==> config.mk <==
export PLATFORM = sky130hd
export DESIGN_NAME = gmii_tx_top
export DESIGN_NICKNAME = d
export VERILOG_FILES = /design/src/hdl/gmii_tx_pkg.sv /design/src/hdl/crc32_fcs_stage.sv /design/src/hdl/gmii_tx_top.sv /design/src/hdl/tx_frame_ctrl.sv /design/src/hdl/udp_header_gen.sv /design/src/hdl/video_payload_gen.sv
export SDC_FILE = /design/constraint.sdc
export NUM_CORES = 1
export LEC_CHECK = 0
export BUFFER_PORTS_ARGS = -buffer_cell sky130_fd_sc_hd__buf_4
export CELL_PAD_IN_SITES_DETAIL_PLACEMENT = 1
export CELL_PAD_IN_SITES_GLOBAL_PLACEMENT = 2
export CORE_ASPECT_RATIO = 0.6
export CORE_UTILIZATION = 35
export CTS_CLUSTER_SIZE = 30
export DETAILED_ROUTE_END_ITERATION = 10
export GPL_ROUTABILITY_DRIVEN = 0
export PLACE_DENSITY = 0.85
export SYNTH_ARGS = -nofsm -noshare
export SYNTH_HDL_FRONTEND = slang
export SYNTH_SLANG_ARGS = --single-unit
==> constraint.sdc <==
create_clock -name fifo_clk -period 8.4 [get_ports fifo_clk]
set_clock_uncertainty 0.15 [all_clocks]
set_input_delay 1.68 -clock fifo_clk [delete_from_list [all_inputs] [get_ports fifo_clk]]
set_output_delay 1.68 -clock fifo_clk [all_outputs]
set_load 0.005 [all_outputs]
==> src/hdl/gmii_tx_pkg.sv <==
`default_nettype none

package gmii_tx_pkg;

	// ----------------------------------------------------------------------
	// Frame phases, encoded in transmit order
	// ----------------------------------------------------------------------
	localparam logic [2:0] PH_IDLE = 3'd0;
	localparam logic [2:0] PH_PRE  = 3'd1;
	localparam logic [2:0] PH_SFD  = 3'd2;
	localparam logic [2:0] PH_HDR  = 3'd3;
	localparam logic [2:0] PH_PID  = 3'd4;
	localparam logic [2:0] PH_RES  = 3'd5;
	localparam logic [2:0] PH_PIX  = 3'd6;
	localparam logic [2:0] PH_FCS  = 3'd7;

	localparam logic [7:0] PREAMBLE_BYTE = 8'h55;
	localparam logic [7:0] SFD_BYTE      = 8'hD5;
	localparam logic [7:0] PKT_ID_VIDEO  = 8'h00;

	// Byte counts per phase
	localparam logic [10:0] PREAMBLE_LEN = 11'd7;
	localparam logic [10:0] HDR_LEN      = 11'd42;
	localparam logic [10:0] RES_LEN      = 11'd4;
	localparam logic [10:0] PIXEL_BYTES  = 11'd1200;
	localparam logic [10:0] FCS_LEN      = 11'd4;
	localparam logic [10:0] IFG_CYCLES   = 11'd12;

	// ----------------------------------------------------------------------
	// Ethernet, IPv4 and UDP header fields
	// ----------------------------------------------------------------------
	localparam logic [47:0] DST_MAC      = 48'h00_23_45_67_89_02;
	localparam logic [47:0] SRC_MAC      = 48'h00_23_45_67_89_01;
	localparam logic [15:0] ETH_TYPE     = 16'h0800;
	localparam logic [15:0] IP_VER_TOS   = 16'h4500;
	localparam logic [15:0] IP_IDENT     = 16'h0000;
	localparam logic [15:0] IP_FLAGS     = 16'h4000;
	localparam logic [7:0]  IP_TTL       = 8'h40;
	localparam logic [7:0]  IP_PROTO     = 8'h11;
	localparam logic [31:0] IP_SRC       = {8'd192, 8'd168, 8'd0, 8'd1};
	localparam logic [31:0] IP_DST       = {8'd192, 8'd168, 8'd0, 8'd2};
	localparam logic [15:0] UDP_SRC_PORT = 16'h3038;
	localparam logic [15:0] UDP_DST_PORT = 16'h3039;
	// 20 IP + 8 UDP + 1 packet id + 4 resolution + 1200 pixel bytes
	localparam logic [15:0] IP_TOTAL_LEN = 16'd1233;
	localparam logic [15:0] UDP_LEN      = 16'd1213;

	// Reflected form of polynomial 0x04C11DB7
	localparam logic [31:0] CRC32_POLY_REFL = 32'hEDB8_8320;
	localparam logic [31:0] CRC32_INIT      = 32'hFFFF_FFFF;

	// One FIFO word, read as YUV or as RGB depending on sw
	typedef union packed {
		struct packed {
			logic [11:0] line_y;
			logic [11:0] pix_x;
			logic [7:0]  luma;
			logic [7:0]  chroma;
			logic [7:0]  spare;
		} yuv;
		struct packed {
			logic [11:0] line_y;
			logic [11:0] pix_x;
			logic [7:0]  red;
			logic [7:0]  green;
			logic [7:0]  blue;
		} rgb;
	} pixel_word_u;

	typedef struct packed {
		logic [2:0]  phase;
		logic [10:0] index;
	} tx_slot_t;

endpackage

`default_nettype wire

==> src/hdl/crc32_fcs_stage.sv <==
`timescale 1ns/1ps
`default_nettype none

module crc32_fcs_stage (
	input  wire                        fifo_clk,
	input  wire                        sys_rst,
	input  wire gmii_tx_pkg::tx_slot_t slot,
	input  wire [7:0]                  hdr_byte,
	input  wire [7:0]                  res_byte,
	input  wire [7:0]                  pix_byte,
	output logic                       tx_en,
	output logic [7:0]                 txd
);
	import gmii_tx_pkg::*;

	logic [7:0]  byte_sel;
	logic [31:0] crc;
	logic [31:0] fcs;
	logic        crc_en;

	// Bitwise reflected CRC-32, one byte per call, LSB first
	function automatic logic [31:0] crc32_update(input logic [31:0] crc_in,
			input logic [7:0] data);
		logic [31:0] c;
		c = crc_in ^ {24'd0, data};
		for (int i = 0; i < 8; i++) begin
			c = c[0] ? ((c >> 1) ^ CRC32_POLY_REFL) : (c >> 1);
		end
		return c;
	endfunction

	assign fcs    = ~crc;
	assign crc_en = (slot.phase == PH_HDR) || (slot.phase == PH_PID)
		|| (slot.phase == PH_RES) || (slot.phase == PH_PIX);

	always_comb begin
		case (slot.phase)
			PH_PRE:  byte_sel = PREAMBLE_BYTE;
			PH_SFD:  byte_sel = SFD_BYTE;
			PH_HDR:  byte_sel = hdr_byte;
			PH_PID:  byte_sel = PKT_ID_VIDEO;
			PH_RES:  byte_sel = res_byte;
			PH_PIX:  byte_sel = pix_byte;
			// FCS goes out least significant byte first
			PH_FCS:  byte_sel = fcs[{slot.index[1:0], 3'b000} +: 8];
			default: byte_sel = 8'h00;
		endcase
	end

	// Preset during SFD, then accumulate header through last pixel
	always_ff @(posedge fifo_clk) begin
		if (slot.phase == PH_SFD) begin
			crc <= CRC32_INIT;
		end else if (crc_en) begin
			crc <= crc32_update(crc, byte_sel);
		end
	end

	always_ff @(posedge fifo_clk) begin
		if (sys_rst) begin
			tx_en <= 1'b0;
			txd   <= 8'h00;
		end else begin
			tx_en <= (slot.phase != PH_IDLE);
			txd   <= byte_sel;
		end
	end

endmodule

`default_nettype wire

==> src/hdl/gmii_tx_top.sv <==
`timescale 1ns/1ps
`default_nettype none

module gmii_tx_top (
	input  wire                           fifo_clk,
	input  wire                           sys_rst,
	input  wire                           id,
	input  wire                           sw,
	input  wire gmii_tx_pkg::pixel_word_u dout,
	input  wire                           empty,
	output wire                           rd_en,
	output wire                           tx_en,
	output wire [7:0]                     txd
);
	import gmii_tx_pkg::*;

	wire tx_slot_t slot;
	wire [7:0]     hdr_byte;
	wire [7:0]     res_byte;
	wire [7:0]     pix_byte;

	tx_frame_ctrl i_tx_frame_ctrl (
		.fifo_clk (fifo_clk),
		.sys_rst  (sys_rst),
		.empty    (empty),
		.slot     (slot),
		.rd_en    (rd_en)
	);

	udp_header_gen i_udp_header_gen (
		.slot     (slot),
		.id       (id),
		.hdr_byte (hdr_byte)
	);

	video_payload_gen i_video_payload_gen (
		.slot     (slot),
		.dout     (dout),
		.sw       (sw),
		.res_byte (res_byte),
		.pix_byte (pix_byte)
	);

	// Output register stage, one cycle behind the slot
	crc32_fcs_stage i_crc32_fcs_stage (
		.fifo_clk (fifo_clk),
		.sys_rst  (sys_rst),
		.slot     (slot),
		.hdr_byte (hdr_byte),
		.res_byte (res_byte),
		.pix_byte (pix_byte),
		.tx_en    (tx_en),
		.txd      (txd)
	);

endmodule

`default_nettype wire

==> src/hdl/tx_frame_ctrl.sv <==
`timescale 1ns/1ps
`default_nettype none

module tx_frame_ctrl (
	input  wire                   fifo_clk,
	input  wire                   sys_rst,
	input  wire                   empty,
	output gmii_tx_pkg::tx_slot_t slot,
	output logic                  rd_en
);
	import gmii_tx_pkg::*;

	logic [10:0] gap_cnt;
	logic        gap_done;
	logic [10:0] cur_len;
	logic        last_byte;

	// Number of cycles spent in each phase
	function automatic logic [10:0] phase_len(input logic [2:0] ph);
		logic [10:0] len;
		case (ph)
			PH_PRE:  len = PREAMBLE_LEN;
			PH_HDR:  len = HDR_LEN;
			PH_RES:  len = RES_LEN;
			PH_PIX:  len = PIXEL_BYTES;
			PH_FCS:  len = FCS_LEN;
			// SFD and packet id are single bytes
			default: len = 11'd1;
		endcase
		return len;
	endfunction

	assign cur_len   = phase_len(slot.phase);
	assign last_byte = (slot.index == cur_len - 11'd1);
	assign gap_done  = (gap_cnt == 11'd0);

	// ----------------------------------------------------------------------
	// Phase sequencer
	// ----------------------------------------------------------------------
	always_ff @(posedge fifo_clk) begin
		if (sys_rst) begin
			slot.phase <= PH_IDLE;
			slot.index <= 11'd0;
			gap_cnt    <= 11'd0;
		end else if (slot.phase == PH_IDLE) begin
			slot.index <= 11'd0;
			if (!gap_done) begin
				gap_cnt <= gap_cnt - 11'd1;
			end else if (!empty) begin
				// Whole line is expected in the FIFO by now
				slot.phase <= PH_PRE;
			end
		end else if (last_byte) begin
			slot.index <= 11'd0;
			if (slot.phase == PH_FCS) begin
				slot.phase <= PH_IDLE;
				// Idle cycle at gap_cnt == 0 completes the gap
				gap_cnt    <= IFG_CYCLES - 11'd1;
			end else begin
				slot.phase <= slot.phase + 3'd1;
			end
		end else begin
			slot.index <= slot.index + 11'd1;
		end
	end

	// ----------------------------------------------------------------------
	// FIFO pop
	// ----------------------------------------------------------------------
	// Each word carries two pixel bytes. The head word stays in place
	// through the resolution bytes and the first pixel pair, and is popped
	// on the odd byte so the next word shows at the following even index
	assign rd_en = (slot.phase == PH_PIX) && slot.index[0];

endmodule

`default_nettype wire

==> src/hdl/udp_header_gen.sv <==
`timescale 1ns/1ps
`default_nettype none

module udp_header_gen (
	input  wire gmii_tx_pkg::tx_slot_t slot,
	input  wire                        id,
	output logic [7:0]                 hdr_byte
);
	import gmii_tx_pkg::*;

	logic [7:0]              id_byte;
	logic [47:0]             dst_mac_adj;
	logic [47:0]             src_mac_adj;
	logic [31:0]             ip_src_adj;
	logic [31:0]             ip_dst_adj;
	logic [19:0]             csum_sum;
	logic [16:0]             csum_fold;
	logic [15:0]             ip_csum;
	logic [HDR_LEN-1:0][7:0] hdr_vec;
	logic [10:0]             hdr_sel;

	// Station id nudges the low address bytes
	assign id_byte     = {7'd0, id};
	assign dst_mac_adj = {DST_MAC[47:8], DST_MAC[7:0] - id_byte};
	assign src_mac_adj = {SRC_MAC[47:8], SRC_MAC[7:0] + id_byte};
	assign ip_src_adj  = {IP_SRC[31:8], IP_SRC[7:0] + id_byte};
	assign ip_dst_adj  = {IP_DST[31:8], IP_DST[7:0] - id_byte};

	// ----------------------------------------------------------------------
	// IPv4 header checksum
	// ----------------------------------------------------------------------
	// Checksum word itself contributes zero
	assign csum_sum = {4'd0, IP_VER_TOS} + {4'd0, IP_TOTAL_LEN}
		+ {4'd0, IP_IDENT} + {4'd0, IP_FLAGS} + {4'd0, IP_TTL, IP_PROTO}
		+ {4'd0, ip_src_adj[31:16]} + {4'd0, ip_src_adj[15:0]}
		+ {4'd0, ip_dst_adj[31:16]} + {4'd0, ip_dst_adj[15:0]};

	// Two end-around carry folds are enough for nine terms
	assign csum_fold = {1'b0, csum_sum[15:0]} + {13'd0, csum_sum[19:16]};
	assign ip_csum   = ~(csum_fold[15:0] + {15'd0, csum_fold[16]});

	// Header laid out first byte at the top
	assign hdr_vec = {
		dst_mac_adj, src_mac_adj, ETH_TYPE,
		IP_VER_TOS, IP_TOTAL_LEN, IP_IDENT, IP_FLAGS,
		IP_TTL, IP_PROTO, ip_csum, ip_src_adj, ip_dst_adj,
		UDP_SRC_PORT, UDP_DST_PORT, UDP_LEN,
		16'h0000
	};

	assign hdr_sel  = HDR_LEN - 11'd1 - slot.index;
	assign hdr_byte = (slot.phase == PH_HDR) ? hdr_vec[hdr_sel] : 8'h00;

endmodule

`default_nettype wire

==> src/hdl/video_payload_gen.sv <==
`timescale 1ns/1ps
`default_nettype none

module video_payload_gen (
	input  wire gmii_tx_pkg::tx_slot_t    slot,
	input  wire gmii_tx_pkg::pixel_word_u dout,
	input  wire                           sw,
	output logic [7:0]                    res_byte,
	output logic [7:0]                    pix_byte
);
	import gmii_tx_pkg::*;

	// Resolution bytes, line then column, 16 bits each, high byte first
	always_comb begin
		case (slot.index[1:0])
			2'd0:    res_byte = {4'd0, dout.yuv.line_y[11:8]};
			2'd1:    res_byte = dout.yuv.line_y[7:0];
			2'd2:    res_byte = {4'd0, dout.yuv.pix_x[11:8]};
			default: res_byte = dout.yuv.pix_x[7:0];
		endcase
	end

	// Even bytes carry luma or green, odd bytes chroma or red
	always_comb begin
		if (!slot.index[0]) begin
			pix_byte = sw ? dout.rgb.green : dout.yuv.luma;
		end else begin
			pix_byte = sw ? dout.rgb.red : dout.yuv.chroma;
		end
	end

endmodule

`default_nettype wire

# Word-level counts from Yosys, hierarchy flattened
# Index checks and enable logic that the tools add are counted.
dict set report totals {
  reg_bits 66
  input_bits 53
  out_inout_bits 10
  elab_cells 84
}
dict set report op_classes {
  n_addsub 12
  magnitude_cmp 1
  eq_ne 13
  n_shift 1
  n_mux 26
  n_bitwise 11
  n_reduce_logical 14
}
# operator n
set op_table {}
lappend op_table {{$mux 32} 8}
lappend op_table {{$not 13->14} 8}
lappend op_table {{$mux 11} 5}
lappend op_table {{$bmux 8 s6} 1}
lappend op_table {{$pmux 8 s6} 1}
lappend op_table {{$pmux 11 s4} 1}
lappend op_table {{$mux 8} 4}
lappend op_table {{$not 32->32} 1}
lappend op_table {{$shiftx 32x6->8} 1}
lappend op_table {{$xor 32x8->32} 1}
lappend op_table {{$pmux 8 s3} 1}
lappend op_table {{$sub 11x1->11 const B} 2}
lappend op_table {{$add 20x16->20 const B} 1}
lappend op_table {{$add 20x8->20} 1}
lappend op_table {{$add 17x8->18 const A} 1}
lappend op_table {{$add 16x4->17} 1}
lappend op_table {{$add 16x1->16} 1}
lappend op_table {{$not 16->16} 1}
lappend op_table {{$mux 14} 1}
lappend op_table {{$eq 3x3->1 const B} 4}
lappend op_table {{$mux 3} 4}
lappend op_table {{$add 11x1->11 const B} 1}
lappend op_table {{$eq 11x11->1} 1}
lappend op_table {{$logic_not 11->1} 1}
lappend op_table {{20 further kinds} 26}

# Longest topological paths before layout
# Gate-level depths: netlist of the first run.
dict set report depth {
  depth_word 27
  ltp_mapped 16
  depth_no_buf 12
}

# Hierarchy
# A second synthesis of the first run with hierarchy kept.
dict set report unflattened {
  cells_unflattened 570
  hier_area_um2 5084.9
}
# module instances cells_each area_per_inst_um2 seq_area_each_um2
set by_module_without_submodules {}
lappend by_module_without_submodules {crc32_fcs_stage 1 286 2628.8 820.8}
lappend by_module_without_submodules {tx_frame_ctrl 1 164 1443.9 500.5}
lappend by_module_without_submodules {udp_header_gen 1 97 708.2 0.0}
lappend by_module_without_submodules {video_payload_gen 1 23 304.0 0.0}

# Worst setup path before layout of the first run
# No wires, ideal clock.
dict set report synth_path {
  kind {input to register}
  start {in sw}
  end {reg i_crc32_fcs_stage.crc[19]}
  setup_time_ns 0.062
  arrival_ns 3.878
  required_ns 8.188
  setup_slack_ns 4.310
  path_stages 10
  path_buffers 0
  cell_sequence {xor2_2 mux2i_1 o22ai_1 or3_1 a211o_1 a21oi_1 xnor2_2 xor2_1 or3_1 nand3_1}
}
dict set report synth_via {
  elab_chain_cells 17
  elab_cells_between_ends 20
  cone_classes {mux (12); bitwise (8)}
}
# element line
set synth_lines {}
lappend synth_lines {{from (decl)} gmii_tx_top.sv:8} ;# input wire sw,
lappend synth_lines {{$mux 8, on equally long branches} {video_payload_gen.sv:26, video_payload_gen.sv:28}}
lappend synth_lines {{$mux 8 *} video_payload_gen.sv:25} ;# if (!slot.index[0]) begin
lappend synth_lines {{$pmux 8 s6 *} crc32_fcs_stage.sv:37} ;# case (slot.phase)
lappend synth_lines {{$xor 32x8->32 *} crc32_fcs_stage.sv:25} ;# c = crc_in ^ {24'd0, data};
lappend synth_lines {{$mux 32 * (2 in series)} crc32_fcs_stage.sv:27} ;# c = c[0] ? ((c >> 1) ^ CRC32_POLY_REFL) : (c >> 1);
lappend synth_lines {{$not 13->14 (no source line)} n/a}
lappend synth_lines {{$mux 32 *} crc32_fcs_stage.sv:27}
lappend synth_lines {{$not 13->14 (no source line)} n/a}
lappend synth_lines {{$mux 32 * (2 in series)} crc32_fcs_stage.sv:27}
lappend synth_lines {{$not 13->14 (no source line)} n/a}
lappend synth_lines {{$mux 32 *} crc32_fcs_stage.sv:27}
lappend synth_lines {{$not 13->14 (no source line)} n/a}
lappend synth_lines {{$mux 32 *} crc32_fcs_stage.sv:27}
lappend synth_lines {{$not 13->14 (no source line)} n/a}
lappend synth_lines {{$mux 32 *} crc32_fcs_stage.sv:27}
lappend synth_lines {{to (signal assigned)} crc32_fcs_stage.sv:55} ;# crc <= crc32_update(crc, byte_sel);
lappend synth_lines {{to (decl)} crc32_fcs_stage.sv:17} ;# logic [31:0] crc;
# Mark *: on every way between the ends. The rest lies on a longest branch, timed or not.
# A chain may end at the register's enable or synchronous reset.

# Worst setup path in the final report of the first run
dict set report layout_path {
  start {reg, netlist name i_tx_frame_ctrl.slot[2]}
  end {reg i_crc32_fcs_stage.crc[17]}
}
dict set report layout_via {
  elab_chain_cells 17
}
# element line
set layout_lines {}
lappend layout_lines {{$sub 6x11->11 *} udp_header_gen.sv:51} ;# assign hdr_sel = HDR_LEN - 11'd1 - slot.index;
lappend layout_lines {{$bmux 8 s6 *} udp_header_gen.sv:52} ;# assign hdr_byte = (slot.phase == PH_HDR) ? hdr_vec[hdr_sel] : 8'h00;
lappend layout_lines {{$mux 8 (implied by the code) *} udp_header_gen.sv:52}
lappend layout_lines {{$pmux 8 s6 *} crc32_fcs_stage.sv:37}
lappend layout_lines {{$xor 32x8->32 *} crc32_fcs_stage.sv:25}
lappend layout_lines {{$mux 32 *} crc32_fcs_stage.sv:27}
lappend layout_lines {{$not 13->14 (no source line)} n/a}
lappend layout_lines {{$mux 32 * (2 in series)} crc32_fcs_stage.sv:27}
lappend layout_lines {{$not 13->14 (no source line)} n/a}
lappend layout_lines {{$mux 32 *} crc32_fcs_stage.sv:27}
lappend layout_lines {{$not 13->14 (no source line)} n/a}
lappend layout_lines {{$mux 32 *} crc32_fcs_stage.sv:27}
lappend layout_lines {{$not 13->14 (no source line)} n/a}
lappend layout_lines {{$mux 32 * (3 in series)} crc32_fcs_stage.sv:27}
# Mark *: on every way between the ends. The rest lies on a longest branch, timed or not. The select of a mux whose other input is x is not followed.

==> results.cfg, run 1 <==
[outcome]
outcome = finished, final reports clean

[setup_path]
critical_path_arrival_ps = 4900
critPathBufInv = 1
r2r_cells = 12
path_depth = 12
cpMostUsedCell = xnor2_1
crit_required_ps = 8440
start_kind = flop
critical_path_class = flop to flop
crit_family = XOR/XNOR gates
cp_max_fo = 16
endpoint_kind = flop
slowest_stage = dfxtp_1
slowest_delay_ps = 800
path_cells = inv_1 -> ha_1 -> nor2b_1 -> o21ai_0 -> a211o_1 -> a32oi_1 -> o21ai_1 -> xor2_2 -> xnor2_1 -> xnor2_1 -> xor2_1 -> a21oi_1

[pwr]
power.density_mw_per_mm2 = 389
irDropWorstVdd_uv = 196
p_leak_nw = 2.29

[cts]
path_clk_slew_ps = 60
cts_tree = yes
clk_path_buf_depth = 2
post_cts_buffers = 0
h-tree-depth = 3
cts.sinks = 66
cts_root_buffer = clkbuf_16
postCtsResizedCells = 0
clkLatencyLatePin_ps = 340
ctsHoldBuffers = 0
numCtsBuffers = 9

[grt]
grtUsageTotal_pct = 23.6
grt_pass1_wl_mm = 27.6
grt_pass1_vias = 4768
grt_max_degree = 49
antenna_found_initial = 0
overflow = 0

[floorplan]
die_x_um = 160
start_util_pct = 36.0
dieArea_mm2 = 0.0154
dieHeight_um = 96.6
placementRows = 34
io_pins = 63
coreArea_mm2 = 0.0145

[synthesis]
synthCells = 616
synthDistinctLibCells = 77
synthAdderAreaFrac_pct = 4.31
synthXorXnorAreaFrac_pct = 19.7
synth-async-reset-ratio_pct = 0
synth_compound_area_share_pct = 20.2
syn_avg_cell_area_um2 = 8.47
mappedNetlistArea_mm2 = 0.00522
synth_seq_cells = 66
ys.warnings.count = 0
synth_fp_nets = 687
synth_top_family_by_area = compound AO/OA/AOI/OAI gates
synthSimpleGateAreaFrac_pct = 18.7
synth-seq-area-share_pct = 25.3
synthMuxAreaShare_pct = 6.45
synth-edff-count = 0
synth_ff_type = dfxtp_1

[sta]
fin_crit_ps = 4850
rsz0062_at_grt = no
tns_ps = 0
setup_viol = 0
max_slew_margin_pct = 19.0
tightest_slew_ps = 1220
finalCritPeriodShare_pct = 57.8
hold_violations = 0
max_freq_mhz = 206
final-max-slew-violation-count = 0

[route]
drt_iter0_markers = 357
wirelength_mm = 17.3
firstDrtPassIters = 6
drc = 0
vias = 4749
detail_route.wl_per_cell_um = 20.4
postRouteAntennaNets = 0
vias_per_cell = 5.61

[cells_and_area]
final_common_cell = dfxtp_1
final_layout_size_suffix_gt1_share_pct = 17.7
area_growth_pct = 15.9
stdcell_count = 846
antenna_cells = 0
design_area_mm2 = 0.00605
layout_common_cells = dfxtp_1, nand2_1, buf_4
layout.nets = 714

[hold_path]
min_path_type = flop to flop
hold_depth = 2

[place]
place.port_buffers = 54
hpwlAfterDp_mm = 12.9
place_area_mm2 = 0.00570
dp_cells = 830

[flow_run]
maxCapViolCount = 0
[sequential cells by signal, summed over array words and instances (netlist names)]
name,flops
i_tx_frame_ctrl.slot,14
i_crc32_fcs_stage.txd,8
i_tx_frame_ctrl.gap_cnt,11
i_crc32_fcs_stage.tx_en,1
i_crc32_fcs_stage.crc,32
[per-stage QoR]
step | utilization (%) | worst slack (ps) | hold WS [ps] | total power [W]
global placement | 39.3 | 3480 | 319 | 0.00183
finish | 41.7 | 3550 | 345 | 0.00235
CTS | 41.7 | 3580 | 343 | 0.00236
global route | 41.7 | 3260 | 379 | 0.00252
floorplan | - | 4310 | 301 | 0.00160
detailed placement | 39.3 | 3430 | 331 | 0.00189
[synthesized netlist by cell type (5+ instances only)]
library cell	number	area share, %
clkbuf_1	21	1.5
o21ai_0	18	1.7
nor3_1	20	1.9
a21oi_1	37	3.5
xnor2_1	50	8.4
a222oi_1	5	0.96
or3_1	6	0.72
a211oi_1	7	1.0
o21ai_1	10	0.96
ha_1	18	4.3
buf_2	14	1.3
nor2_1	44	3.2
o31ai_1	5	0.72
xnor2_2	11	3.4
mux2i_1	10	1.9
o211ai_1	19	2.7
mux4_2	9	3.9
nand2b_1	11	1.3
nand2_1	62	4.5
dfxtp_1	66	25
nor2b_1	5	0.60
xor2_1	30	5.0
inv_1	15	1.1
nand3_1	18	1.7
o21a_1	5	0.72
a21o_1	7	1.0
[routing by layer]
| layer | global-route usage, % | wire, um |
|---|---|---|
| met2 | 35.3 | 7160 |
| met1 | 34.3 | 8640 |
| met4 | 5.69 | 265 |
| met3 | 5.08 | 1230 |
| met5 | 0 | 0 |
[cells by family after synthesis]
logic type	after synthesis
xor+xnor	98
compound gates	154
mux	22
flops	66
fa+ha+maj	18
buf+inv	60
simple gates	198
[area by class of cell]
type	count	area [um^2]
Fill cell	1683	8450
Clock buffer	9	225
Tap cell	198	248
Multi-Input combinational cell	490	3620
Inverter	16	60.1
Sequential cell	66	1320
Clock inverter	7	125
Timing Repair Buffer	60	450
[worst reg2reg max path, cell delays in order, from the launching register on]
cell,delay (ps)
dfxtp_1,800
inv_1,240
ha_1,460
nor2b_1,610
o21ai_0,210
a211o_1,350
a32oi_1,270
o21ai_1,140
xor2_2,250
xnor2_1,700
xnor2_1,230
xor2_1,220
a21oi_1,90
[report_power, final]
group | internal [W] | switching, W | total [W]
Combinational | 0.000629 | 0.000727 | 0.00136
Clock | 0.000293 | 0.000159 | 0.000452
Sequential | 0.000426 | 0.000121 | 0.000546
[final timing paths]
| kind | start | to | slack (ps) |
|---|---|---|---|
| max | i_tx_frame_ctrl.slot[2]$_SDFF_PP0_ | i_crc32_fcs_stage.crc[17]$_SDFFE_PN1P_ | 3550 |
| min | i_tx_frame_ctrl.gap_cnt[1]$_SDFFE_PP0P_ | i_tx_frame_ctrl.gap_cnt[1]$_SDFFE_PP0P_ | 350 |
| max reg2reg | i_tx_frame_ctrl.slot[2]$_SDFF_PP0_ | i_crc32_fcs_stage.crc[17]$_SDFFE_PN1P_ | 3550 |
| min reg2reg | i_tx_frame_ctrl.gap_cnt[1]$_SDFFE_PP0P_ | i_tx_frame_ctrl.gap_cnt[1]$_SDFFE_PP0P_ | 350 |
Note: power is estimated with default switching activity, not from simulation.
==> inputs of run 2 (changes only) <==
==> constraint.sdc (replaced) <==
create_clock -name fifo_clk -period 4.9 [get_ports fifo_clk]
set_clock_uncertainty 0.15 [all_clocks]
set_input_delay 0.98 -clock fifo_clk [delete_from_list [all_inputs] [get_ports fifo_clk]]
set_output_delay 0.98 -clock fifo_clk [all_outputs]
set_load 0.005 [all_outputs]
==> run 2 against run 1 <==
Combinational power is 76% higher. Highest routed layer unchanged. Utilization is 0.30 points higher. Non-clock buffer count is 16 higher. Setup slack worse by 2900 ps. Sequential share of layout area is 0.16 points lower. Count of clock-buffer cells in the layout stayed put. First-iteration DRC count is 1.4% lower. Critical path depth stayed put. Die area stayed put. Maximum frequency is 14% higher. Flip-flop and latch count stayed put.
==> results.cfg, run 2 (same netlist as run 1, synthesis figures left out) <==
[grt]
overflow = 0
grtUsageTotal_pct = 24.1
antenna_found_initial = 1
grt_pass1_vias = 4984
grt_pass1_wl_mm = 28.2
grt_max_degree = 27

[route]
detail_route.wl_per_cell_um = 20.5
firstDrtPassIters = 5
vias_per_cell = 5.68
drc = 0
wirelength_mm = 17.7
drt_iter0_markers = 352
vias = 4905
postRouteAntennaNets = 0

[cells_and_area]
area_growth_pct = 16.8
design_area_mm2 = 0.00610
layout.nets = 730
stdcell_count = 863
largest_register_ffs = 32
final_common_cell = buf_4
largest-register = i_crc32_fcs_stage.crc
final_layout_size_suffix_gt1_share_pct = 19.7
top_regs = i_crc32_fcs_stage.crc: 32 flops, i_tx_frame_ctrl.slot: 14 flops, i_tx_frame_ctrl.gap_cnt: 11 flops
layout_common_cells = buf_4, dfxtp_1, nand2_1
post-route-util_pct = 42.0

[sta]
final-max-slew-violation-count = 0
tightest_slew_ps = 1270
max_slew_margin_pct = 15.5
finalCritPeriodShare_pct = 87.1
fin_crit_ps = 4270
setup_viol = 0
tns_ps = 0
rsz0062_at_grt = no
max_freq_mhz = 234
hold_violations = 0
timing.final.ws_setup_ps = 633

[cts]
clkLatencyLatePin_ps = 340
numCtsBuffers = 9
cts_tree = yes
clk_path_buf_depth = 2
post_cts_buffers = 0
h-tree-depth = 3
cts.sinks = 66
cts_root_buffer = clkbuf_16
path_clk_slew_ps = 60
postCtsResizedCells = 0
ctsHoldBuffers = 0

[floorplan]
die_x_um = 160
start_util_pct = 36.0
coreArea_mm2 = 0.0145
io_pins = 63
placementRows = 34
dieArea_mm2 = 0.0154
dieHeight_um = 96.6

[setup_path]
start_kind = flop
slowest_stage = xor2_2
crit_required_ps = 4970
crit_family = XOR/XNOR gates
endpoint_kind = flop
path_cells = inv_1 -> ha_1 -> xor2_2 -> mux2i_1 -> o31ai_1 -> a32oi_1 -> xnor2_2 -> xnor3_2 -> xor2_1 -> xnor2_2 -> xor2_1 -> o21ai_1
cp_max_fo = 10
reg2reg_setup_slack_ps = 630
critPathBufInv = 1
critical_path_class = flop to flop
critical_path_arrival_ps = 4330
slowest_delay_ps = 540

[outcome]
outcome = finished, final reports clean

[pwr]
internal_power_w = 0.00219
power_frac_comb_pct = 61.0
power.density_mw_per_mm2 = 642
power_switching_w = 0.00172
swShare_pct = 44.0
p_leak_nw = 2.32
p_seq_share_pct = 23.6
clkPwrFrac_pct = 15.3
irDropWorstVdd_uv = 342

[place]
place_area_mm2 = 0.00582
place.port_buffers = 54
dp_cells = 846
place_ws_ps = 636
hpwlAfterDp_mm = 13.3

[hold_path]
min_path_type = flop to flop

[flow_run]
maxCapViolCount = 0
-- run 2: final cells by class --
type,instances,area [um^2]
inverter,16,60.1
clock inverter,7,46.3
clock buffer,9,225
multi-input combinational,490,3620
fill,1726,8410
timing repair buffer,76,571
antenna,1,2.50
tap,198,248
sequential,66,1320
-- run 2: worst paths after layout --
| path | cells past startpoint | start | endpoint |
|---|---|---|---|
| worst max register to register | 12 | i_tx_frame_ctrl.slot[1]$_SDFF_PP0_ | i_crc32_fcs_stage.crc[24]$_SDFFE_PN1P_ |
| worst max-delay path | 12 | i_tx_frame_ctrl.slot[1]$_SDFF_PP0_ | i_crc32_fcs_stage.crc[24]$_SDFFE_PN1P_ |
| worst min register to register | 1 | i_tx_frame_ctrl.gap_cnt[10]$_SDFFE_PP0P_ | i_tx_frame_ctrl.gap_cnt[10]$_SDFFE_PP0P_ |
| worst min-delay path | 1 | i_tx_frame_ctrl.gap_cnt[10]$_SDFFE_PP0P_ | i_tx_frame_ctrl.gap_cnt[10]$_SDFFE_PP0P_ |
-- run 2: power groups by stage --
stage                     Sequential [W]  Combinational, W  Clock, W
after global routing            0.000948           0.00261  0.000634
final                           0.000924           0.00239  0.000600
after global placement          0.000916           0.00228         0
after floorplan                 0.000880           0.00187         0
after CTS                       0.000923           0.00238  0.000612
after detailed placement        0.000932           0.00236         0
-- run 2: metal layers --
metal / part of all wire, % / vias up / global-route usage, %
li1: - / 2280 / -
met4: 1.5 / 0 / 6.57
met1: 49 / 2436 / 33.9
met2: 42 / 167 / 36.6
met3: 7.4 / 22 / 5.63
met5: 0 / - / 0
-- run 2: worst reg2reg max path, cell delays in order, from the launching register on --
cell and delay, ps:
dfxtp_1 310, inv_1 320, ha_1 480, xor2_2 540, mux2i_1 210, o31ai_1 310
a32oi_1 210, xnor2_2 340, xnor3_2 410, xor2_1 410, xnor2_2 200, xor2_1 190
o21ai_1 70
-- run 2: per-stage QoR --
step | hold slack [ps] | power, W
final | 325 | 0.00391
after global routing | 351 | 0.00420
after CTS | 331 | 0.00392
after detailed placement | 322 | 0.00329
after global placement | 312 | 0.00319
after floorplan | 301 | 0.00275
